--- src/gmac_pkg.sv ---
package gmac_pkg;

    // Field widths shared by the interfaces
    localparam int mac_bits = 48;
    localparam int ip_bits = 32;
    localparam int port_bits = 16;
    localparam int word_bits = 32;

    // Fabric defaults loaded on reset
    localparam logic [mac_bits-1:0] fabric_mac = 48'hffff_ffff_ffff;
    // 192.168.5.200
    localparam logic [ip_bits-1:0] fabric_ip = 32'hc0a8_05c8;
    localparam logic [ip_bits-1:0] fabric_netmask = 32'hffff_ff00;
    localparam logic [ip_bits-1:0] fabric_gateway = 32'h0000_0001;
    localparam logic [port_bits-1:0] fabric_port = 16'd10000;
    localparam logic fabric_enable_on_start = 1'b0;

    // ARP cache geometry
    localparam int arp_addr_bits = 9;
    localparam int arp_words = 1 << arp_addr_bits;

    // Rate measurement window in aximm_clk cycles
    localparam int rate_window = 256;
    localparam int rate_window_bits = $clog2(rate_window);

    // Read-only identity words
    localparam logic [word_bits-1:0] core_type_word = 32'h0010_0064;
    localparam logic [word_bits-1:0] word_size_bytes = 32'd64;
    localparam logic [word_bits-1:0] buffer_max_bytes = 32'd2048;

endpackage

--- src/gmac_cfg_if.sv ---
`timescale 1ns/1ps

interface gmac_cfg_if;

    logic [gmac_pkg::mac_bits-1:0]  mac_address;
    logic [gmac_pkg::ip_bits-1:0]   local_ip;
    logic [gmac_pkg::ip_bits-1:0]   local_netmask;
    logic [gmac_pkg::ip_bits-1:0]   gateway_ip;
    logic [gmac_pkg::ip_bits-1:0]   multicast_ip;
    logic [gmac_pkg::ip_bits-1:0]   multicast_mask;
    logic [gmac_pkg::port_bits-1:0] udp_port;
    logic [gmac_pkg::word_bits-1:0] core_ctrl;

    // Register bank side
    modport source (
        output mac_address, local_ip, local_netmask, gateway_ip,
        output multicast_ip, multicast_mask, udp_port, core_ctrl
    );

    // Consumers of the shadowed configuration
    modport sink (
        input mac_address, local_ip, local_netmask, gateway_ip,
        input multicast_ip, multicast_mask, udp_port, core_ctrl
    );

endinterface

--- src/gmac_traffic_stats.sv ---
`timescale 1ns/1ps

module gmac_traffic_stats (
    input  logic        aximm_clk,
    input  logic        gmac_reg_count_reset_we,
    gmac_cfg_if.sink    cfg,

    input  logic [3:0]  tx_valid,
    input  logic        tx_end_of_frame,
    input  logic        tx_overflow,
    input  logic        tx_almost_full,
    input  logic        rx_valid,
    input  logic        rx_end_of_frame,
    input  logic        rx_overrun,
    input  logic        rx_bad_frame,

    output logic [31:0] tx_packet_count,
    output logic [31:0] tx_valid_count,
    output logic [31:0] tx_packet_rate,
    output logic [31:0] tx_valid_rate,
    output logic [31:0] tx_overflow_count,
    output logic [31:0] tx_almost_full_count,
    output logic [31:0] rx_packet_count,
    output logic [31:0] rx_valid_count,
    output logic [31:0] rx_packet_rate,
    output logic [31:0] rx_valid_rate,
    output logic [31:0] rx_overflow_count,
    output logic [31:0] rx_almost_full_count,
    output logic [31:0] rx_bad_packet_count
);

    logic                                  count_en;
    logic                                  tx_any_valid;
    logic [7:0]                            event_hit;
    logic [3:0]                            rate_hit;
    logic [31:0]                           count_q [8];
    logic [31:0]                           tally_q [4];
    logic [31:0]                           rate_q [4];
    logic [gmac_pkg::rate_window_bits-1:0] window_q;
    logic                                  window_done;

    assign count_en = cfg.core_ctrl[0];
    assign tx_any_valid = |tx_valid;

    // Slot order: tx pkt, tx valid, tx ovf, tx afull, rx pkt, rx valid, rx overrun, rx bad
    assign event_hit = {
        rx_bad_frame & rx_end_of_frame,
        rx_overrun,
        rx_valid,
        rx_valid & rx_end_of_frame,
        tx_almost_full,
        tx_overflow,
        tx_any_valid,
        tx_any_valid & tx_end_of_frame
    };

    // Packet and valid events that also feed the rate tallies
    assign rate_hit = {event_hit[5], event_hit[4], event_hit[1], event_hit[0]};

    assign window_done = (window_q == gmac_pkg::rate_window_bits'(gmac_pkg::rate_window - 1));

    always_ff @(posedge aximm_clk) begin
        if (gmac_reg_count_reset_we) begin
            window_q <= '0;
            for (int i = 0; i < 8; i++)
                count_q[i] <= '0;
            for (int i = 0; i < 4; i++) begin
                tally_q[i] <= '0;
                rate_q[i] <= '0;
            end
        end else begin
            window_q <= window_done ? '0 : window_q + 1'b1;
            // Saturate at all ones
            for (int i = 0; i < 8; i++) begin
                if (count_en && event_hit[i] && count_q[i] != '1)
                    count_q[i] <= count_q[i] + 1'b1;
            end
            // Last cycle of the window still counts toward it
            for (int i = 0; i < 4; i++) begin
                if (window_done) begin
                    rate_q[i] <= tally_q[i] + {31'h0, count_en & rate_hit[i]};
                    tally_q[i] <= '0;
                end else if (count_en && rate_hit[i]) begin
                    tally_q[i] <= tally_q[i] + 1'b1;
                end
            end
        end
    end

    assign tx_packet_count = count_q[0];
    assign tx_valid_count = count_q[1];
    assign tx_overflow_count = count_q[2];
    assign tx_almost_full_count = count_q[3];
    assign rx_packet_count = count_q[4];
    assign rx_valid_count = count_q[5];
    // Overrun is the only receive back-up indication
    assign rx_overflow_count = count_q[6];
    assign rx_almost_full_count = count_q[6];
    assign rx_bad_packet_count = count_q[7];

    assign tx_packet_rate = rate_q[0];
    assign tx_valid_rate = rate_q[1];
    assign rx_packet_rate = rate_q[2];
    assign rx_valid_rate = rate_q[3];

    tx_eof_with_valid: assert property (
        @(posedge aximm_clk) disable iff (gmac_reg_count_reset_we)
        tx_end_of_frame |-> tx_any_valid
    );

endmodule

--- src/flat_wrapper.sv ---
// flat-port wrapper written by rule: the top's interface ports become plain ports
module gmac_traffic_stats_flat 
  (aximm_clk, gmac_reg_count_reset_we, tx_valid, tx_end_of_frame, tx_overflow, tx_almost_full, rx_valid, rx_end_of_frame, rx_overrun, rx_bad_frame, tx_packet_count, tx_valid_count, tx_packet_rate, tx_valid_rate, tx_overflow_count, tx_almost_full_count, rx_packet_count, rx_valid_count, rx_packet_rate, rx_valid_rate, rx_overflow_count, rx_almost_full_count, rx_bad_packet_count, cfg_mac_address, cfg_local_ip, cfg_local_netmask, cfg_gateway_ip, cfg_multicast_ip, cfg_multicast_mask, cfg_udp_port, cfg_core_ctrl);
  gmac_cfg_if cfg_i ();
  input  logic aximm_clk;
  input  logic gmac_reg_count_reset_we;
  input  logic [3:0] tx_valid;
  input  logic tx_end_of_frame;
  input  logic tx_overflow;
  input  logic tx_almost_full;
  input  logic rx_valid;
  input  logic rx_end_of_frame;
  input  logic rx_overrun;
  input  logic rx_bad_frame;
  output logic [31:0] tx_packet_count;
  output logic [31:0] tx_valid_count;
  output logic [31:0] tx_packet_rate;
  output logic [31:0] tx_valid_rate;
  output logic [31:0] tx_overflow_count;
  output logic [31:0] tx_almost_full_count;
  output logic [31:0] rx_packet_count;
  output logic [31:0] rx_valid_count;
  output logic [31:0] rx_packet_rate;
  output logic [31:0] rx_valid_rate;
  output logic [31:0] rx_overflow_count;
  output logic [31:0] rx_almost_full_count;
  output logic [31:0] rx_bad_packet_count;
  input wire logic [$bits(cfg_i.mac_address)-1:0] cfg_mac_address;
  input wire logic [$bits(cfg_i.local_ip)-1:0] cfg_local_ip;
  input wire logic [$bits(cfg_i.local_netmask)-1:0] cfg_local_netmask;
  input wire logic [$bits(cfg_i.gateway_ip)-1:0] cfg_gateway_ip;
  input wire logic [$bits(cfg_i.multicast_ip)-1:0] cfg_multicast_ip;
  input wire logic [$bits(cfg_i.multicast_mask)-1:0] cfg_multicast_mask;
  input wire logic [$bits(cfg_i.udp_port)-1:0] cfg_udp_port;
  input wire logic [$bits(cfg_i.core_ctrl)-1:0] cfg_core_ctrl;
  assign cfg_i.mac_address = cfg_mac_address;
  assign cfg_i.local_ip = cfg_local_ip;
  assign cfg_i.local_netmask = cfg_local_netmask;
  assign cfg_i.gateway_ip = cfg_gateway_ip;
  assign cfg_i.multicast_ip = cfg_multicast_ip;
  assign cfg_i.multicast_mask = cfg_multicast_mask;
  assign cfg_i.udp_port = cfg_udp_port;
  assign cfg_i.core_ctrl = cfg_core_ctrl;
  gmac_traffic_stats u_core (.aximm_clk(aximm_clk), .gmac_reg_count_reset_we(gmac_reg_count_reset_we), .cfg(cfg_i), .tx_valid(tx_valid), .tx_end_of_frame(tx_end_of_frame), .tx_overflow(tx_overflow), .tx_almost_full(tx_almost_full), .rx_valid(rx_valid), .rx_end_of_frame(rx_end_of_frame), .rx_overrun(rx_overrun), .rx_bad_frame(rx_bad_frame), .tx_packet_count(tx_packet_count), .tx_valid_count(tx_valid_count), .tx_packet_rate(tx_packet_rate), .tx_valid_rate(tx_valid_rate), .tx_overflow_count(tx_overflow_count), .tx_almost_full_count(tx_almost_full_count), .rx_packet_count(rx_packet_count), .rx_valid_count(rx_valid_count), .rx_packet_rate(rx_packet_rate), .rx_valid_rate(rx_valid_rate), .rx_overflow_count(rx_overflow_count), .rx_almost_full_count(rx_almost_full_count), .rx_bad_packet_count(rx_bad_packet_count));
endmodule
--- config.mk ---
export PLATFORM = sky130hd
export DESIGN_NAME = gmac_traffic_stats_flat
export DESIGN_NICKNAME = d
export VERILOG_FILES = /design/src/gmac_pkg.sv /design/src/gmac_cfg_if.sv /design/src/gmac_traffic_stats.sv /design/src/flat_wrapper.sv
export SDC_FILE = /design/constraint.sdc
export NUM_CORES = 1
export LEC_CHECK = 0
export ABC_AREA = 1
export ABC_CLOCK_PERIOD_IN_PS = 4200
export BUFFER_PORTS_ARGS = -buffer_cell sky130_fd_sc_hd__buf_4
export CAP_MARGIN = 25
export CORE_ASPECT_RATIO = 1.25
export CORE_MARGIN = 4
export CORE_UTILIZATION = 35
export DETAILED_ROUTE_END_ITERATION = 7
export GPL_TIMING_DRIVEN = 0
export HOLD_SLACK_MARGIN = 0.03
export PLACE_DENSITY = 0.62
export RECOVER_POWER = 100
export SYNTH_ARGS = -nofsm -noshare
export SYNTH_HDL_FRONTEND = slang
export SYNTH_SLANG_ARGS = --single-unit
--- constraint.sdc ---
create_clock -name aximm_clk -period 4.2 [get_ports aximm_clk]
set_input_delay 0.42 -clock aximm_clk [delete_from_list [all_inputs] [get_ports aximm_clk]]
set_output_delay 0.42 -clock aximm_clk [all_outputs]
set_load 0.02 [all_outputs]
==> results.sh, run 1 <==
export IMPL_outcome="finished, violations left"
export IMPL_violations="max-capacitance violations, max-slew violations"
export IMPL_ys_seq_area_share_pct=49.8
export IMPL_syn_area_mm2=0.0312
export IMPL_cts_root_buf="clkbuf_16"
export IMPL_arrival_ns=3.49
export IMPL_cap_viol_max_count=3
export IMPL_timing_critical_path_from_type="flop"
export IMPL_synthFlopType="edfxtp_1"
export IMPL_required_ns=4.44
export IMPL_area_growth_syn_to_layout_pct=15.8
export IMPL_clk_pin_slew_ns=0.06
export IMPL_syn_area_per_cell_um2=7.97
export IMPL_relSlewSlack_pct=-7.94
export IMPL_clock_sinks=520
export IMPL_final_util_pct=40.8
export IMPL_synth_top_area_share_pct=49.3
export IMPL_async_flop_share_pct=0
export IMPL_grtUsageTotal_pct=19.7
export IMPL_h_tree_depth=2
export IMPL_place_congestion=0.942
export IMPL_fmaxAchievable_ghz=0.308
export IMPL_drt_pass1_iterations=5
export IMPL_core_area_mm2=0.0885
export IMPL_die_height_um=342
export IMPL_most_common_layout_cells="nand2_1, nor2_1, edfxtp_1, clkbuf_1, inv_1"
export IMPL_cp_slowest_cell="clkbuf_1"
export IMPL_remaining_drc_errors=0
export IMPL_tightest_slew_ns=1.61
export IMPL_synthTopCellsByArea="edfxtp_1, nand2_1, nor2_1, inv_1, nand3_1"
export IMPL_cts_tree="built"
export IMPL_path_buf_inv=1
export IMPL_postCtsResizedCells=0
export IMPL_port_buffers=428
export IMPL_dp_final_hpwl_um=73600
export IMPL_synth_edf_count=512
export IMPL_worst_slack_ns=0.954
export IMPL_ios=685
export IMPL_dr_first_iter_drc_count=2035
export IMPL_hold_viol_final=0
export IMPL_synth_nets=4207
export IMPL_layout_nets=4708
export IMPL_yosys_area_top_type="edfxtp_1"
export IMPL_layout_commonest_cell="nand2_1"
export IMPL_cp_end_kind="flop"
export IMPL_slew_viol_final=48
export IMPL_grt_overflow=0
export IMPL_antenna_found_initial=2
export IMPL_rsz0062_at_grt="no"
export IMPL_peakVddDrop_v=0.000316
export IMPL_hold_path_class="in -> reg"
export IMPL_fin_setup_tns_ns=0
export IMPL_numCtsBuffers=59
export IMPL_wl_um=95600
export IMPL_synth_seq_cells=520
export IMPL_fin_crit_ns=3.25
export IMPL_crit_chain="ha_1 > nand2_1 > nor2_1 > nand2_1 > nor2_1 > nand2_2 > nand2_1 > nand2_1 > clkbuf_1"
export IMPL_start_util_pct=35.2
export IMPL_max_stage_delay_ns=0.55
export IMPL_grt_max_degree=86
export IMPL_grt_pass1_vias=25763
export IMPL_synth_cell_types=45
export IMPL_drive_gt1_share_pct=5.69
export IMPL_yosysWarnings=0
export IMPL_cts_setup_buffers=0
export IMPL_crit_family="simple AND/OR/NAND/NOR gates"
export IMPL_vias=27155
export IMPL_viasPerCell=4.81
export IMPL_setup_viol=0
export IMPL_grt_pass1_wl_um=146000
export IMPL_p_per_area_mw_per_mm2=358
export IMPL_critPathKind="reg -> reg"
export IMPL_rows=122
export IMPL_fin_crit_sh_pct=77.3
export IMPL_routedWlPerCell_um=16.9
export IMPL_clk_path_buf_depth=3
export IMPL_critPathMaxFanout=17
export IMPL_syn_inst=3917
export IMPL_pre_cts_ws_ns=0.556
export IMPL_die_area_mm2=0.0940
export IMPL_fp_dieW_um=275
export IMPL_p_leak_nw=12.7
export IMPL_clk_latency_ns=0.64
export IMPL_ctsHoldBuffers=0
export IMPL_finalClockSkew_ns=0.0246
export IMPL_crit_top_cell="nand2_1"
export IMPL_ant_nets=0
layer usage:
| metal | wire length [um] | vias to the layer above | track usage, % | share of wire, % |
|---|---|---|---|---|
| li1 | - | 13619 | - | - |
| met1 | 40200 | 12517 | 25.0 | 42 |
| met3 | 8450 | 152 | 5.58 | 8.8 |
| met5 | 0 | - | 0 | 0 |
| met4 | 2480 | 0 | 5.25 | 2.6 |
| met2 | 44500 | 867 | 32.8 | 47 |
Yosys cell counts, types with 19 or more instances:
library cell	number
nand2_1	1167
nor2_1	880
edfxtp_1	512
inv_1	343
nand3_1	227
a21oi_1	201
xor2_1	95
xnor2_1	74
o21ai_0	50
buf_4	47
nand3b_1	45
nor2_2	44
nor2_4	31
and2_1	21
ha_1	21
buf_6	20
nand4_1	19
state kept, by name, summed over array words and instances, names as in the netlist:
signal	cells
u_core.window_q	8
u_core.count_q	256
u_core.rate_q	128
u_core.tally_q	128
final timing paths:
path	start	end	slack [ns]	cells after the start
setup reg to reg	u_core.count_q[0][32]$_SDFFCE_PN0P_	u_core.count_q[0][39]$_SDFFCE_PN0P_	0.95	9
hold / removal	gmac_reg_count_reset_we	u_core.count_q[3][44]$_SDFFCE_PP0P_	0.37	2
setup / recovery	u_core.count_q[0][32]$_SDFFCE_PN0P_	u_core.count_q[0][39]$_SDFFCE_PN0P_	0.95	9
hold reg to reg	u_core.window_q[0]$_SDFF_PP0_	u_core.window_q[0]$_SDFF_PP0_	0.45	1
metrics by stage:
step                instance area [um^2]  hold slack, ns  total power [mW]  cells
finish                             36100           0.369              12.9   5644
global route                       36100           0.350              13.5   5643
CTS                                38100           0.248              13.3   5643
detailed placement                 36200           0.444              8.07   5535
global placement                   35900           0.433              8.03   5523
floorplan                          31200           0.418              7.29   3917
power by group:
part / switching (mW) / internal, mW / leakage, nW
clock network: 2.20 / 3.00 / 0.922
registers: 0.392 / 6.04 / 5.43
logic: 0.934 / 0.381 / 6.37
cell type report:
cell class | count | area, um^2
Clock buffer | 70 | 1520
Multi-Input combinational cell | 2954 | 13400
Inverter | 357 | 1350
Timing Repair Buffer | 440 | 2020
Clock inverter | 38 | 393
Sequential cell | 520 | 15500
Antenna cell | 1 | 2.50
Tap cell | 1178 | 1470
Buffer | 86 | 457
Fill cell | 9445 | 52400
kinds of logic (layout without fill, tap and decap cells):
kind of cell / count (synthesis) / in the layout / synth area share [%]
xor+xnor: 169 / 169 / 4.74
buf+inv: 443 / 991 / 6.43
other cells: 0 / 1 / 0
flops: 520 / 520 / 49.8
simple gates: 2498 / 2498 / 33.8
compound gates: 266 / 266 / 4.38
fa+ha+maj: 21 / 21 / 0.842
(Power assumes the default switching activity.)
==> inputs of run 2 (changes only) <==
--- a/config.mk
+++ b/config.mk
@@ -5,8 +5,8 @@
 export SDC_FILE = /design/constraint.sdc
 export NUM_CORES = 1
 export LEC_CHECK = 0
-export ABC_AREA = 1
-export ABC_CLOCK_PERIOD_IN_PS = 4200
+export ABC_AREA = 0
+export ABC_CLOCK_PERIOD_IN_PS = 3230
 export BUFFER_PORTS_ARGS = -buffer_cell sky130_fd_sc_hd__buf_4
 export CAP_MARGIN = 25
 export CORE_ASPECT_RATIO = 1.25
==> constraint.sdc (replaced) <==
create_clock -name aximm_clk -period 3.23 [get_ports aximm_clk]
set_input_delay 0.323 -clock aximm_clk [delete_from_list [all_inputs] [get_ports aximm_clk]]
set_output_delay 0.323 -clock aximm_clk [all_outputs]
set_load 0.02 [all_outputs]
==> run 2 against run 1 <==
The flow now finishes without violations. Non-clock buffer count increased by 91. Critical path depth unchanged. Sequential cell count unchanged. Sequential power increased by 29%. Clock-buffer cell count decreased by 5. Combinational power increased by 23%. Global-route usage decreased by 0.61 points. Wire length decreased by 14%. Register-to-register slack got worse by 0.75 ns. Synthesized cell count decreased by 33%. Via count decreased by 21%. Highest routed layer unchanged.
==> results.sh, run 2 <==
export IMPL_arrival_ns=3.39
export IMPL_drive_gt1_share_pct=6.89
export IMPL_slew_viol_final=0
export IMPL_ant_nets=0
export IMPL_area_growth_syn_to_layout_pct=19.0
export IMPL_fin_crit_ns=3.02
export IMPL_h_tree_depth=2
export IMPL_hold_depth=3
export IMPL_synthFlopType="edfxtp_1"
export IMPL_outcome="finished clean"
export IMPL_grtUsageTotal_pct=19.0
export IMPL_synthTopCellsByCount="nor2_1, edfxtp_1, xor2_1"
export IMPL_clk_latency_ns=0.63
export IMPL_layout_commonest_cell="nor2_1"
export IMPL_routedWlPerCell_um=19.3
export IMPL_core_area_mm2=0.0786
export IMPL_dp_final_hpwl_um=61600
export IMPL_worst_slack_ns=0.209
export IMPL_dr_first_iter_drc_count=1292
export IMPL_fin_crit_sh_pct=93.5
export IMPL_wl_um=81900
export IMPL_worst_path_stages=9
export IMPL_ctsHoldBuffers=0
export IMPL_final_util_pct=41.9
export IMPL_pre_cts_ws_ns=-0.728
export IMPL_clock_sinks=520
export IMPL_most_common_layout_cells="nor2_1, clkbuf_1, edfxtp_1, xor2_1, nand3_1"
export IMPL_synthTopCellsByArea="edfxtp_1, xor2_1, nor2_1, xnor2_1, nand4_1"
export IMPL_reg2reg_to="u_core.count_q[0][27]$_SDFFCE_PN0P_"
export IMPL_synth_xor_area_share_pct=15.0
export IMPL_crit_chain="ha_1 > nand3_1 > or4_1 > clkbuf_1 > or3_1 > o21ai_2 > buf_4 > buf_6 > nor2_1"
export IMPL_die_area_mm2=0.0837
export IMPL_fin_setup_tns_ns=0
export IMPL_largest_reg_flops=256
export IMPL_rows=115
export IMPL_synth_seq_cells=520
export IMPL_peakVddDrop_v=0.000346
export IMPL_ios=685
export IMPL_drt_pass1_iterations=5
export IMPL_yosys_area_share_simple_pct=24.1
export IMPL_r2r_cells=9
export IMPL_cap_viol_max_count=0
export IMPL_die_height_um=322
export IMPL_hp_start="tx_overflow"
export IMPL_synth_cell_types=43
export IMPL_p_leak_nw=10.5
export IMPL_cts_tree="built"
export IMPL_place_area_mm2=0.0327
export IMPL_numCtsBuffers=56
export IMPL_top_regs="u_core.count_q: 256 flops, u_core.rate_q: 128 flops, u_core.tally_q: 128 flops"
export IMPL_p_per_area_mw_per_mm2=502
export IMPL_yosys_area_top_type="edfxtp_1"
export IMPL_cts_setup_buffers=0
export IMPL_async_flop_share_pct=0
export IMPL_syn_area_mm2=0.0277
export IMPL_synthAdderAreaFrac_pct=0.949
export IMPL_syn_inst=2637
export IMPL_ys_seq_area_share_pct=56.1
export IMPL_grt_overflow=0
export IMPL_synth_edf_count=512
export IMPL_hold_path_class="in -> reg"
export IMPL_final_area_mm2=0.0330
export IMPL_layout_nets=3440
export IMPL_tightest_slew_ns=1.17
export IMPL_yosysMostFrequentCell="nor2_1"
export IMPL_min_to="u_core.count_q[1][30]$_SDFFCE_PN0P_"
export IMPL_fmaxAchievable_ghz=0.331
export IMPL_viasPerCell=5.03
export IMPL_relSlewSlack_pct=21.3
export IMPL_required_ns=3.60
export IMPL_synth_nets=2927
export IMPL_synth_top_family_by_area="simple AND/OR/NAND/NOR gates"
export IMPL_synth_compound_area_share_pct=0.827
export IMPL_fp_dieW_um=260
export IMPL_critPathMaxFanout=10
export IMPL_largest_register="u_core.count_q"
export IMPL_cts_root_buf="clkbuf_16"
export IMPL_clk_pin_slew_ns=0.06
export IMPL_antenna_found_initial=6
export IMPL_critPathKind="reg -> reg"
export IMPL_cp_end_kind="flop"
export IMPL_hold_viol_final=0
export IMPL_place_congestion=0.878
export IMPL_grt_pass1_wl_um=125000
export IMPL_syn_area_per_cell_um2=10.5
export IMPL_instances_no_fill=4251
export IMPL_setup_viol=0
export IMPL_grt_pass1_vias=20746
export IMPL_rsz0062_at_grt="no"
export IMPL_start_util_pct=35.2
export IMPL_timing_critical_path_from_type="flop"
export IMPL_clk_path_buf_depth=3
export IMPL_cp_slowest_cell="or4_1"
export IMPL_placedCellCount=4141
export IMPL_synth_top_area_share_pct=55.5
export IMPL_yosysWarnings=0
export IMPL_finalClockSkew_ns=0.0261
export IMPL_port_buffers=429
export IMPL_crit_family="simple AND/OR/NAND/NOR gates"
export IMPL_rr_startpoint="u_core.count_q[0][0]$_SDFFCE_PN0P_"
export IMPL_path_buf_inv=3
export IMPL_vias=21364
export IMPL_max_stage_delay_ns=0.51
export IMPL_synth_area_mux_share_pct=0
export IMPL_reg2reg_slack_ns=0.21
export IMPL_remaining_drc_errors=0
export IMPL_grt_max_degree=41
-- run 2: changes by cell type after synthesis, moves of 111 or more --
cell,previous run,this run
nand4_1,19,165
nand2_1,1167,154
xor2_1,95,288
a21oi_1,201,12
inv_1,343,26
nor2_1,880,604
xnor2_1,74,185
-- run 2: cells by family after synthesis --
group / count (synthesis)
xor+xnor: 473
buf+inv: 188
fa+ha+maj: 21
flops: 520
compound gates: 39
simple gates: 1396
-- run 2: area by class of cell --
class                           instances  area, um^2
Clock buffer                           65        1460
Buffer                                162         723
Clock inverter                         37         413
Tap cell                             1053        1320
Timing Repair Buffer                  455        2030
Inverter                               26         101
Sequential cell                       520       15500
Antenna cell                            4        10.0
Multi-Input combinational cell       1929       11400
Fill cell                            8070       45600
-- run 2: where the power goes --
part           internal (mW)  switching (mW)
Clock                   3.80            2.84
Combinational          0.491            1.14
Sequential              7.83           0.445
Total                   12.1            4.42
-- run 2: worst reg2reg max path: cells and delay by family, from the launching register on --
family,cells,cell delay [ns]
compound gates,1,0.20
fa+ha+maj,1,0.22
buf+inv,3,0.65
flops,1,0.44
simple gates,4,1.27
-- run 2: worst max-delay path by stage --
stage	start	endpoint	slack, ns
2_1_floorplan	u_core.window_q[0]$_SDFF_PP0_	u_core.rate_q[0][0]$_SDFFCE_PN0P_	-0.17
3_3_place_gp	gmac_reg_count_reset_we	u_core.rate_q[0][21]$_SDFFCE_PN0P_	-1.66
3_5_place_dp	tx_valid[1]	u_core.rate_q[0][18]$_SDFFCE_PN0P_	-0.73
4_1_cts	u_core.count_q[3][0]$_SDFFCE_PP0P_	u_core.count_q[3][14]$_SDFFCE_PP0P_	0.07
5_1_grt	u_core.count_q[1][39]$_SDFFCE_PN0P_	u_core.count_q[1][47]$_SDFFCE_PN0P_	0.01
6_report	u_core.count_q[0][0]$_SDFFCE_PN0P_	u_core.count_q[0][27]$_SDFFCE_PN0P_	0.21
-- run 2: layer usage --
metal / vias to the layer above / share of wire, % / wire length (um) / track usage, %
li1: 10328 / - / - / -
met1: 10199 / 42 / 34400 / 24.5
met2: 714 / 45 / 36500 / 29.9
met3: 123 / 10 / 8540 / 7.39
met4: 0 / 2.9 / 2410 / 5.63
met5: - / 0 / 0 / 0
-- run 2: per-stage QoR --
step	hold slack (ns)	total power, mW
CTS	0.0498	17.0
finish	0.0935	16.5
floorplan	0.432	9.35
global route	0.0665	17.2
global placement	0.446	10.3
detailed placement	0.456	10.3
-- run 2: timing repair --
item	4_1_cts	5_1_grt
resized for setup	1	5
cloned	0	0
setup endpoints to repair	6	65
