===== src/gmac_pkg.sv =====
package gmac_pkg;

    // Field widths shared by the interfaces
    localparam int mac_bits = 48;
    localparam int ip_bits = 32;
    localparam int port_bits = 16;
    localparam int word_bits = 32;

    // Fabric defaults loaded on reset
    localparam logic [mac_bits-1:0] fabric_mac = 48'hffff_ffff_ffff;
    // 192.168.5.200
    localparam logic [ip_bits-1:0] fabric_ip = 32'hc0a8_05c8;
    localparam logic [ip_bits-1:0] fabric_netmask = 32'hffff_ff00;
    localparam logic [ip_bits-1:0] fabric_gateway = 32'h0000_0001;
    localparam logic [port_bits-1:0] fabric_port = 16'd10000;
    localparam logic fabric_enable_on_start = 1'b0;

    // ARP cache geometry
    localparam int arp_addr_bits = 9;
    localparam int arp_words = 1 << arp_addr_bits;

    // Rate measurement window in aximm_clk cycles
    localparam int rate_window = 256;
    localparam int rate_window_bits = $clog2(rate_window);

    // Read-only identity words
    localparam logic [word_bits-1:0] core_type_word = 32'h0010_0064;
    localparam logic [word_bits-1:0] word_size_bytes = 32'd64;
    localparam logic [word_bits-1:0] buffer_max_bytes = 32'd2048;

endpackage


===== src/gmac_cfg_if.sv =====
`timescale 1ns/1ps

interface gmac_cfg_if;

    logic [gmac_pkg::mac_bits-1:0]  mac_address;
    logic [gmac_pkg::ip_bits-1:0]   local_ip;
    logic [gmac_pkg::ip_bits-1:0]   local_netmask;
    logic [gmac_pkg::ip_bits-1:0]   gateway_ip;
    logic [gmac_pkg::ip_bits-1:0]   multicast_ip;
    logic [gmac_pkg::ip_bits-1:0]   multicast_mask;
    logic [gmac_pkg::port_bits-1:0] udp_port;
    logic [gmac_pkg::word_bits-1:0] core_ctrl;

    // Register bank side
    modport source (
        output mac_address, local_ip, local_netmask, gateway_ip,
        output multicast_ip, multicast_mask, udp_port, core_ctrl
    );

    // Consumers of the shadowed configuration
    modport sink (
        input mac_address, local_ip, local_netmask, gateway_ip,
        input multicast_ip, multicast_mask, udp_port, core_ctrl
    );

endinterface


===== src/gmac_arp_if.sv =====
`timescale 1ns/1ps

interface gmac_arp_if;

    // Only bit 0 of the enable words is meaningful
    logic [gmac_pkg::word_bits-1:0] write_enable;
    logic [gmac_pkg::word_bits-1:0] write_data;
    logic [gmac_pkg::word_bits-1:0] write_address;
    logic [gmac_pkg::word_bits-1:0] read_enable;
    logic [gmac_pkg::word_bits-1:0] read_address;

    modport source (
        output write_enable, write_data, write_address,
        output read_enable, read_address
    );

    modport sink (
        input write_enable, write_data, write_address,
        input read_enable, read_address
    );

endinterface


===== src/gmac_reg_shadow.sv =====
`timescale 1ns/1ps

module gmac_reg_shadow (
    input  logic        aximm_clk,
    input  logic        gmac_reg_count_reset_we,

    input  logic [31:0] gmac_reg_mac_address_h,
    input  logic [31:0] gmac_reg_mac_address_l,
    input  logic [31:0] gmac_reg_local_ip_address,
    input  logic [31:0] gmac_reg_local_ip_netmask,
    input  logic [31:0] gmac_reg_gateway_ip_address,
    input  logic [31:0] gmac_reg_multicast_ip_address,
    input  logic [31:0] gmac_reg_multicast_ip_mask,
    input  logic [31:0] gmac_reg_udp_port,
    input  logic [31:0] gmac_reg_core_ctrl,
    input  logic        gmac_reg_mac_address_h_we,
    input  logic        gmac_reg_mac_address_l_we,
    input  logic        gmac_reg_local_ip_address_we,
    input  logic        gmac_reg_local_ip_netmask_we,
    input  logic        gmac_reg_gateway_ip_address_we,
    input  logic        gmac_reg_multicast_ip_address_we,
    input  logic        gmac_reg_multicast_ip_mask_we,
    input  logic        gmac_reg_udp_port_we,
    input  logic        gmac_reg_core_ctrl_we,

    input  logic [31:0] gmac_arp_cache_write_enable,
    input  logic [31:0] gmac_arp_cache_read_enable,
    input  logic [31:0] gmac_arp_cache_write_data,
    input  logic [31:0] gmac_arp_cache_write_address,
    input  logic [31:0] gmac_arp_cache_read_address,
    input  logic        gmac_arp_cache_write_enable_we,
    input  logic        gmac_arp_cache_read_enable_we,
    input  logic        gmac_arp_cache_write_data_we,
    input  logic        gmac_arp_cache_write_address_we,
    input  logic        gmac_arp_cache_read_address_we,

    gmac_cfg_if.source  cfg,
    gmac_arp_if.source  arp
);

    // MAC is split over two software words
    logic [15:0] mac_h_q;
    logic [31:0] mac_l_q;

    assign cfg.mac_address = {mac_h_q, mac_l_q};

    always_ff @(posedge aximm_clk) begin
        if (gmac_reg_count_reset_we) begin
            mac_h_q <= gmac_pkg::fabric_mac[47:32];
            mac_l_q <= gmac_pkg::fabric_mac[31:0];
            cfg.local_ip <= gmac_pkg::fabric_ip;
            cfg.local_netmask <= gmac_pkg::fabric_netmask;
            cfg.gateway_ip <= gmac_pkg::fabric_gateway;
            cfg.multicast_ip <= '0;
            cfg.multicast_mask <= '0;
            cfg.udp_port <= gmac_pkg::fabric_port;
            cfg.core_ctrl <= {31'h0, gmac_pkg::fabric_enable_on_start};
        end else begin
            // Upper half of MAC high is not stored
            if (gmac_reg_mac_address_h_we)
                mac_h_q <= gmac_reg_mac_address_h[15:0];
            if (gmac_reg_mac_address_l_we)
                mac_l_q <= gmac_reg_mac_address_l;
            if (gmac_reg_local_ip_address_we)
                cfg.local_ip <= gmac_reg_local_ip_address;
            if (gmac_reg_local_ip_netmask_we)
                cfg.local_netmask <= gmac_reg_local_ip_netmask;
            if (gmac_reg_gateway_ip_address_we)
                cfg.gateway_ip <= gmac_reg_gateway_ip_address;
            if (gmac_reg_multicast_ip_address_we)
                cfg.multicast_ip <= gmac_reg_multicast_ip_address;
            if (gmac_reg_multicast_ip_mask_we)
                cfg.multicast_mask <= gmac_reg_multicast_ip_mask;
            if (gmac_reg_udp_port_we)
                cfg.udp_port <= gmac_reg_udp_port[15:0];
            if (gmac_reg_core_ctrl_we)
                cfg.core_ctrl <= gmac_reg_core_ctrl;
        end
    end

    // ARP access words clear to zero so no cache write is pending
    always_ff @(posedge aximm_clk) begin
        if (gmac_reg_count_reset_we) begin
            arp.write_enable <= '0;
            arp.read_enable <= '0;
            arp.write_data <= '0;
            arp.write_address <= '0;
            arp.read_address <= '0;
        end else begin
            if (gmac_arp_cache_write_enable_we)
                arp.write_enable <= gmac_arp_cache_write_enable;
            if (gmac_arp_cache_read_enable_we)
                arp.read_enable <= gmac_arp_cache_read_enable;
            if (gmac_arp_cache_write_data_we)
                arp.write_data <= gmac_arp_cache_write_data;
            if (gmac_arp_cache_write_address_we)
                arp.write_address <= gmac_arp_cache_write_address;
            if (gmac_arp_cache_read_address_we)
                arp.read_address <= gmac_arp_cache_read_address;
        end
    end

    // Strobes are driven once reset is released
    strobes_known: assert property (
        @(posedge aximm_clk) disable iff (gmac_reg_count_reset_we)
        !$isunknown({gmac_reg_mac_address_h_we, gmac_reg_mac_address_l_we,
                     gmac_reg_local_ip_address_we, gmac_reg_local_ip_netmask_we,
                     gmac_reg_gateway_ip_address_we, gmac_reg_multicast_ip_address_we,
                     gmac_reg_multicast_ip_mask_we, gmac_reg_udp_port_we,
                     gmac_reg_core_ctrl_we, gmac_arp_cache_write_enable_we,
                     gmac_arp_cache_read_enable_we, gmac_arp_cache_write_data_we,
                     gmac_arp_cache_write_address_we, gmac_arp_cache_read_address_we})
    );

endmodule


===== src/flat_wrapper.sv =====
// flat-port wrapper written by rule: the top's interface ports become plain ports
module gmac_reg_shadow_flat 
  (aximm_clk, gmac_reg_count_reset_we, gmac_reg_mac_address_h, gmac_reg_mac_address_l, gmac_reg_local_ip_address, gmac_reg_local_ip_netmask, gmac_reg_gateway_ip_address, gmac_reg_multicast_ip_address, gmac_reg_multicast_ip_mask, gmac_reg_udp_port, gmac_reg_core_ctrl, gmac_reg_mac_address_h_we, gmac_reg_mac_address_l_we, gmac_reg_local_ip_address_we, gmac_reg_local_ip_netmask_we, gmac_reg_gateway_ip_address_we, gmac_reg_multicast_ip_address_we, gmac_reg_multicast_ip_mask_we, gmac_reg_udp_port_we, gmac_reg_core_ctrl_we, gmac_arp_cache_write_enable, gmac_arp_cache_read_enable, gmac_arp_cache_write_data, gmac_arp_cache_write_address, gmac_arp_cache_read_address, gmac_arp_cache_write_enable_we, gmac_arp_cache_read_enable_we, gmac_arp_cache_write_data_we, gmac_arp_cache_write_address_we, gmac_arp_cache_read_address_we, cfg_mac_address, cfg_local_ip, cfg_local_netmask, cfg_gateway_ip, cfg_multicast_ip, cfg_multicast_mask, cfg_udp_port, cfg_core_ctrl, arp_write_enable, arp_write_data, arp_write_address, arp_read_enable, arp_read_address);
  gmac_cfg_if cfg_i ();
  gmac_arp_if arp_i ();
  input  logic aximm_clk;
  input  logic gmac_reg_count_reset_we;
  input  logic [31:0] gmac_reg_mac_address_h;
  input  logic [31:0] gmac_reg_mac_address_l;
  input  logic [31:0] gmac_reg_local_ip_address;
  input  logic [31:0] gmac_reg_local_ip_netmask;
  input  logic [31:0] gmac_reg_gateway_ip_address;
  input  logic [31:0] gmac_reg_multicast_ip_address;
  input  logic [31:0] gmac_reg_multicast_ip_mask;
  input  logic [31:0] gmac_reg_udp_port;
  input  logic [31:0] gmac_reg_core_ctrl;
  input  logic gmac_reg_mac_address_h_we;
  input  logic gmac_reg_mac_address_l_we;
  input  logic gmac_reg_local_ip_address_we;
  input  logic gmac_reg_local_ip_netmask_we;
  input  logic gmac_reg_gateway_ip_address_we;
  input  logic gmac_reg_multicast_ip_address_we;
  input  logic gmac_reg_multicast_ip_mask_we;
  input  logic gmac_reg_udp_port_we;
  input  logic gmac_reg_core_ctrl_we;
  input  logic [31:0] gmac_arp_cache_write_enable;
  input  logic [31:0] gmac_arp_cache_read_enable;
  input  logic [31:0] gmac_arp_cache_write_data;
  input  logic [31:0] gmac_arp_cache_write_address;
  input  logic [31:0] gmac_arp_cache_read_address;
  input  logic gmac_arp_cache_write_enable_we;
  input  logic gmac_arp_cache_read_enable_we;
  input  logic gmac_arp_cache_write_data_we;
  input  logic gmac_arp_cache_write_address_we;
  input  logic gmac_arp_cache_read_address_we;
  output wire logic [$bits(cfg_i.mac_address)-1:0] cfg_mac_address;
  output wire logic [$bits(cfg_i.local_ip)-1:0] cfg_local_ip;
  output wire logic [$bits(cfg_i.local_netmask)-1:0] cfg_local_netmask;
  output wire logic [$bits(cfg_i.gateway_ip)-1:0] cfg_gateway_ip;
  output wire logic [$bits(cfg_i.multicast_ip)-1:0] cfg_multicast_ip;
  output wire logic [$bits(cfg_i.multicast_mask)-1:0] cfg_multicast_mask;
  output wire logic [$bits(cfg_i.udp_port)-1:0] cfg_udp_port;
  output wire logic [$bits(cfg_i.core_ctrl)-1:0] cfg_core_ctrl;
  output wire logic [$bits(arp_i.write_enable)-1:0] arp_write_enable;
  output wire logic [$bits(arp_i.write_data)-1:0] arp_write_data;
  output wire logic [$bits(arp_i.write_address)-1:0] arp_write_address;
  output wire logic [$bits(arp_i.read_enable)-1:0] arp_read_enable;
  output wire logic [$bits(arp_i.read_address)-1:0] arp_read_address;
  assign cfg_mac_address = cfg_i.mac_address;
  assign cfg_local_ip = cfg_i.local_ip;
  assign cfg_local_netmask = cfg_i.local_netmask;
  assign cfg_gateway_ip = cfg_i.gateway_ip;
  assign cfg_multicast_ip = cfg_i.multicast_ip;
  assign cfg_multicast_mask = cfg_i.multicast_mask;
  assign cfg_udp_port = cfg_i.udp_port;
  assign cfg_core_ctrl = cfg_i.core_ctrl;
  assign arp_write_enable = arp_i.write_enable;
  assign arp_write_data = arp_i.write_data;
  assign arp_write_address = arp_i.write_address;
  assign arp_read_enable = arp_i.read_enable;
  assign arp_read_address = arp_i.read_address;
  gmac_reg_shadow u_core (.aximm_clk(aximm_clk), .gmac_reg_count_reset_we(gmac_reg_count_reset_we), .gmac_reg_mac_address_h(gmac_reg_mac_address_h), .gmac_reg_mac_address_l(gmac_reg_mac_address_l), .gmac_reg_local_ip_address(gmac_reg_local_ip_address), .gmac_reg_local_ip_netmask(gmac_reg_local_ip_netmask), .gmac_reg_gateway_ip_address(gmac_reg_gateway_ip_address), .gmac_reg_multicast_ip_address(gmac_reg_multicast_ip_address), .gmac_reg_multicast_ip_mask(gmac_reg_multicast_ip_mask), .gmac_reg_udp_port(gmac_reg_udp_port), .gmac_reg_core_ctrl(gmac_reg_core_ctrl), .gmac_reg_mac_address_h_we(gmac_reg_mac_address_h_we), .gmac_reg_mac_address_l_we(gmac_reg_mac_address_l_we), .gmac_reg_local_ip_address_we(gmac_reg_local_ip_address_we), .gmac_reg_local_ip_netmask_we(gmac_reg_local_ip_netmask_we), .gmac_reg_gateway_ip_address_we(gmac_reg_gateway_ip_address_we), .gmac_reg_multicast_ip_address_we(gmac_reg_multicast_ip_address_we), .gmac_reg_multicast_ip_mask_we(gmac_reg_multicast_ip_mask_we), .gmac_reg_udp_port_we(gmac_reg_udp_port_we), .gmac_reg_core_ctrl_we(gmac_reg_core_ctrl_we), .gmac_arp_cache_write_enable(gmac_arp_cache_write_enable), .gmac_arp_cache_read_enable(gmac_arp_cache_read_enable), .gmac_arp_cache_write_data(gmac_arp_cache_write_data), .gmac_arp_cache_write_address(gmac_arp_cache_write_address), .gmac_arp_cache_read_address(gmac_arp_cache_read_address), .gmac_arp_cache_write_enable_we(gmac_arp_cache_write_enable_we), .gmac_arp_cache_read_enable_we(gmac_arp_cache_read_enable_we), .gmac_arp_cache_write_data_we(gmac_arp_cache_write_data_we), .gmac_arp_cache_write_address_we(gmac_arp_cache_write_address_we), .gmac_arp_cache_read_address_we(gmac_arp_cache_read_address_we), .cfg(cfg_i), .arp(arp_i));
endmodule

===== config.mk =====
export PLATFORM = sky130hd
export DESIGN_NAME = gmac_reg_shadow_flat
export DESIGN_NICKNAME = d
export VERILOG_FILES = /design/src/gmac_pkg.sv /design/src/gmac_cfg_if.sv /design/src/gmac_arp_if.sv /design/src/gmac_reg_shadow.sv /design/src/flat_wrapper.sv
export SDC_FILE = /design/constraint.sdc
export NUM_CORES = 1
export LEC_CHECK = 0
export BUFFER_PORTS_ARGS = -buffer_cell sky130_fd_sc_hd__buf_2
export CAP_MARGIN = 5
export CORE_AREA = 2 2 339 341
export DETAILED_ROUTE_END_ITERATION = 10
export DIE_AREA = 0 0 341 343
export SETUP_SLACK_MARGIN = 0.2
export SLEW_MARGIN = 20
export SYNTH_ARGS = -nofsm -noshare
export SYNTH_HDL_FRONTEND = slang
export SYNTH_SLANG_ARGS = --single-unit

===== constraint.sdc =====
create_clock -name aximm_clk -period 0.9 [get_ports aximm_clk]
set_input_delay 0.09 -clock aximm_clk [delete_from_list [all_inputs] [get_ports aximm_clk]]
set_output_delay 0.09 -clock aximm_clk [all_outputs]
set_load 0.02 [all_outputs]

==> run metrics, run 1 <==
total CTS buffers=51; share of the synthesized area in the top cell type=0.560; CP delay by family, top=flip-flops; Unique masters post-synth=13; die area=117000 um2; top cells by count, synth=dfxtp_1, mux2i_1, nor2_1; fin nets=3180; pin count of the biggest net entering global routing=44; CP max stage delay=390 ps; first-pass GRT wire length=111000 um; row cnt=124; peak supply drop=1.24 mV; setup violators final=420; CP Launch Type=register; Syn Area/Cell=11.0 um2; LEAKAGE=0.0144 uW; Chip Height=343 um; failing checks=hold timing, setup timing; Syn Nets=1816; post-synthesis sequential area ratio=0.560; cells along the critical path=buf_6; DRT iter0 DRCs=710; Final Hold Fails=34; EDFF count, synth=0; clock skew=0 ps; largest area contributor in the netlist=dfxtp_1; DP HPWL=58800 um; Die W=341 um; final wirelength=84800 um; H-Tree Depth=2; Synth Register Bits=416; crit-path max FO=2; GRT Overall Usage=0.130; status=finished, violations left; crit path max-delay cell type=dfxtp_4; kind of critical path=register to output pin; WP buf/inv=1; total power draw=51500 uW; initial antenna violation count=35; Worst-Skew Late Latency=610 ps; Final Instance Count excl. Fillers=4273; clock buffer depth=3; Port-buffer cells=847; Post-DP Area=21200 um2; Core Area=113000 um2; max-cap violations=0; Slew Viols, Final=0; # IOs=880; predominant post-synthesis flop cell=dfxtp_1; post-route setup slack=-326 ps; Achievable Freq=816 MHz; vias in the first global route=16400; layout cells sized above 1=0.543; Critical Path AT=1140 ps; Max-slew headroom=0.610; area grow syn2layout=111%; Mapped Area=14900 um2; Sink Count=416; Clock transition at path regs=60 ps; routed vias/inst=3.69; Routability Congestion=0.866; clk root buf=clkbuf_16; worst hold path type=primary input to register; CTS tree=yes; dpl cells=3665; Overflow after GRT=0; Min Hold Slack=-55.6 ps; Worst-Margin Slew=584 ps; Worst Path Required=810 ps; PwrDens=1640 nW/um2; final non-filler cell area=31400 um2; WL/cell=19.8 um; Via Count=15800; CP Capture Type=output pin; Post-route DRC=0; ANT nets after route=0; Synth Instances=1352; RSZ-0062 raised after global routing=yes; min cycle time layout=1230 ps; Tcrit/Tclk final=1.36; fraction of registers with async set or reset after synthesis=0; Starting Density=0.131; DRT Pass-1 Iters=5; dpl ws=-123 ps; synth top area cells=dfxtp_1, mux2i_1, nor2_1; top-count cell post-synth=dfxtp_1; synth warn=0
[layout by cell type (no fill, tap or decap)]
cell            instances
dlymetal6s4s_1          5
nor2_1                328
nor2b_1                72
clkinv_4                1
buf_12                 33
clkinvlp_4              4
buf_4                  46
buf_6                 462
inv_8                   1
diode_2                14
dlygate4sd3_1         422
clkbuf_1               10
buf_8                  11
a211o_1                88
and2b_1                11
clkbuf_8                8
mux2i_1               319
inv_6                   2
mux2i_4                 2
clkbuf_16              61
clkinv_2                6
bufinv_16               1
dfxtp_4                22
buf_2                 426
dfxtp_2               394
mux2i_2                 7
nor2b_4                 5
[path summary, 6_finish.rpt]
path	start	endpoint	slack, ps	cells after the start
setup / recovery	u_core.cfg.core_ctrl[8]	cfg_core_ctrl[8]	-330	1
hold / removal	gmac_reg_local_ip_netmask_we	u_core.cfg.local_netmask[11]	-60	3
setup reg to reg	u_core.cfg.local_netmask[12]	u_core.cfg.local_netmask[12]	-20	3
hold reg to reg	u_core.arp.read_enable[24]	u_core.arp.read_enable[24]	490	2
[where the power goes]
part           leakage, uW  switching [uW]  internal [uW]  total [uW]
Combinational       0.0101            5000           5930       10900
Clock             0.000755            8520          11300       19800
Sequential         0.00354             953          19800       20700
Total               0.0144           14500          37000       51500
[cell families (layout without fill, tap and decap cells)]
kind of cell	count (synthesis)	in the layout	share of synthesized area
mux	328	328	0.221
buf+inv	104	1499	0.0473
other cells	0	14	0
simple gates	416	416	0.121
compound gates	88	88	0.0518
flops	416	416	0.560
[metrics by stage]
| step | TNS, ps | utilization |
|---|---|---|
| after floorplan | 0 | - |
| after global placement | -21040 | 0.187 |
| after detailed placement | -24990 | 0.187 |
| after CTS | -135290 | 0.269 |
| after global routing | -135100 | 0.277 |
| final | -108560 | 0.277 |
[area by class of cell]
class,count,area (um2)
multi-input combinational,832,5940
fill,11400,82100
clock buffer,69,1420
antenna,14,35.0
clock inverter,15,128
timing repair buffer,1415,13000
tap,1512,1890
sequential,416,8900
[metal layers]
layer | vias up | global-route usage | part of all wire
met5 | - | 0 | 0.00085
met2 | 791 | 0.209 | 0.46
met1 | 7473 | 0.150 | 0.39
li1 | 7300 | - | -
met4 | 12 | 0.0463 | 0.034
met3 | 185 | 0.0643 | 0.11
[what timing repair did]
action	in CTS	in global routing
setup endpoints to repair	505	718
buffers inserted	44	29
pin swaps	0	54
endpoints found under the hold margin	416	66
cloned	0	10
hold buffers	426	4
resized for setup	1199	96
(Power assumes the default switching activity.)
==> inputs of run 2 (changes only) <==
Settings changed: BUFFER_PORTS_ARGS -buffer_cell sky130_fd_sc_hd__buf_2 to -buffer_cell sky130_fd_sc_hd__buf_4, CELL_PAD_IN_SITES_DETAIL_PLACEMENT set to 0, CELL_PAD_IN_SITES_GLOBAL_PLACEMENT set to 2, CORE_AREA 2 2 339 341 to 2 2 341 343, DIE_AREA 0 0 341 343 to 0 0 343 345, PLACE_DENSITY_LB_ADDON set to 0.1, TNS_END_PERCENT set to 5.
==> run 2 against run 1 <==
- the run still ends with hold timing, setup timing left
- combinational power barely moved
- cell area rose by 1.6%
- via count fell by 6.5%
- critical path depth rose by 1
- fmax fell by 4.7%
- clock-buffer cell count rose by 23
- critical path type unchanged
- critical endpoint is now cfg_local_netmask[23]
==> run metrics, run 2 (synthesis results as in run 1) <==
final non-filler cell area=31900 um2 (+1.6%); H-Tree Depth=2 (unchanged); kind of critical path=register to output pin; clk root buf=clkbuf_16; peak supply drop=1.39 mV (+12%); LEAKAGE=0.0146 uW (+1.2%); CP delay by family, top=flip-flops; Die W=343 um (+0.59%); Port-buffer cells=847 (unchanged); Final Hold Fails=39 (+15%); cells along the critical path=buf_6, buf_6; status=finished, violations left; commonest non-fill, non-tap cell in the layout=buf_4; fill count=12300 (+8.0%); worst r2r src=u_core.cfg.local_ip[31]; fin nets=3141 (-1.2%); Hold Path Stages=3 (unchanged); dpl ws=-147 ps (-24.6 ps); worst hold path type=primary input to register; clock buffer depth=3 (unchanged); CP max stage delay=320 ps (-70 ps); critical path depth=2 (+1); final wirelength=73200 um (-14%); CP Launch Type=register; Routability Congestion=0.747 (-14%); area grow syn2layout=114%; row cnt=125 (+0.81%); Post-DP Area=23500 um2 (+11%); crit path to=cfg_local_netmask[23]; # IOs=880 (unchanged); min cycle time layout=1290 ps (+60.0 ps); Min Hold Slack=-128 ps (-72.3 ps); Critical Path AT=1200 ps (+60 ps); Via Count=14700 (-6.5%); DRT Pass-1 Iters=4 (-1); die area=118000 um2 (+1.2%); post-route setup slack=-386 ps (-60.0 ps); failing checks=hold timing, setup timing; first-pass GRT wire length=105000 um (-5.6%); Slew Viols, Final=0 (unchanged); layout cells sized above 1=0.531 (-0.0126); crit path max-delay cell type=dfxtp_2; Worst-Margin Slew=616 ps (+31.5 ps); Clock transition at path regs=60 ps (about the same); Overflow after GRT=0 (unchanged); crit-path max FO=2 (unchanged); pin count of the biggest net entering global routing=58 (+32%); setup violators final=416 (-0.95%); ANT nets after route=0 (unchanged); Worst Path Required=810 ps (about the same); FF-to-FF End=u_core.cfg.local_ip[31]; routed vias/inst=3.47 (-5.9%); PwrDens=1650 nW/um2 (+0.56%); total CTS buffers=57 (+12%); Worst-Skew Late Latency=620 ps (about the same); GRT Overall Usage=0.118 (-0.0122); vias in the first global route=15900 (-3.2%); Chip Height=345 um (+0.58%); WP buf/inv=2 (+1); max-cap violations=0 (unchanged); R2R depth=2 (-1); initial antenna violation count=10 (-71%); Sequential Area=8860 um2 (-0.51%); Max-slew headroom=0.589 (-0.0210); most frequent cells in the layout=buf_4, dlygate4sd3_1, buf_6; DP HPWL=55900 um (-5.0%); Sink Count=416 (unchanged); CP startpoint=u_core.cfg.local_netmask[23]; Core Area=115000 um2 (+1.5%); Post-route DRC=0 (unchanged); WL/cell=17.2 um (-13%); DRT iter0 DRCs=323 (-55%); CTS tree=yes; cell mode on critical path=buf_6; clock skew=0 ps (unchanged); Fin Setup TNS=-110070 ps (-1510 ps); Tcrit/Tclk final=1.43 (+0.0667); CP Capture Type=output pin; RSZ-0062 raised after global routing=yes; postcts setup bufs=0 (-100%); Achievable Freq=778 MHz (-4.7%); Starting Density=0.129 (-0.00193); R2R Setup Slk=30 ps (+50 ps); multi-input logic area=5920 um2 (-0.27%)
-- run 2: worst min path at each step --
stage	from	to
4_1_cts	gmac_arp_cache_write_data_we	u_core.arp.write_data[1]
6_report	gmac_arp_cache_write_data_we	u_core.arp.write_data[1]
3_5_place_dp	gmac_reg_mac_address_l[31]	u_core.mac_l_q[31]
3_3_place_gp	gmac_reg_mac_address_h[15]	u_core.mac_h_q[15]
2_1_floorplan	gmac_reg_local_ip_address[30]	u_core.cfg.local_ip[30]
5_1_grt	gmac_arp_cache_write_data_we	u_core.arp.write_data[1]
-- run 2: layer usage --
| metal | track usage | wire length, um | up-vias | part of all wire |
|---|---|---|---|---|
| li1 | - | - | 7222 | - |
| met1 | 0.123 | 27000 | 6869 | 0.37 |
| met2 | 0.215 | 37200 | 555 | 0.51 |
| met3 | 0.0482 | 6870 | 95 | 0.094 |
| met4 | 0.0356 | 2090 | 2 | 0.028 |
| met5 | 0 | 11 | - | 0.00015 |
-- run 2: per-stage QoR --
step | hold slack, ps | utilization | std cells | total power [uW]
after CTS | -198 | 0.274 | 4232 | 54100
after global routing | -168 | 0.277 | 4249 | 55500
after global placement | 293 | 0.204 | 3702 | 29000
final | -128 | 0.277 | 4249 | 52600
after detailed placement | 299 | 0.204 | 3702 | 29000
after floorplan | 208 | - | 1352 | 24300
-- run 2: repair_timing --
| item | 4_1_cts | 5_1_grt |
|---|---|---|
| setup endpoints to repair | 505 | 641 |
| pin swaps | 0 | 80 |
| hold buffers | 432 | 9 |
| resized for setup | 777 | 83 |
| hold endpoints to repair | 416 | 108 |
-- run 2: area by class of cell --
cell class / instances / share of cell area
antenna: 9 / 0.000706
tap: 1524 / 0.0598
clock buffer: 92 / 0.0520
timing repair buffer: 1370 / 0.423
multi-input combinational: 832 / 0.186
clock inverter: 6 / 0.00102
sequential: 416 / 0.278
-- run 2: report_power, final --
| group | internal [uW] | total, uW | switching, uW |
|---|---|---|---|
| clock network | 12400 | 21300 | 8900 |
| registers | 19800 | 20600 | 813 |
| logic | 6140 | 10700 | 4560 |
-- run 2: worst min-delay path, delay by kind of cell --
family | cells | cell delay [ps]
AND/OR/NAND/NOR | 1 | 70
multiplexers | 1 | 100
buffers and inverters | 1 | 200
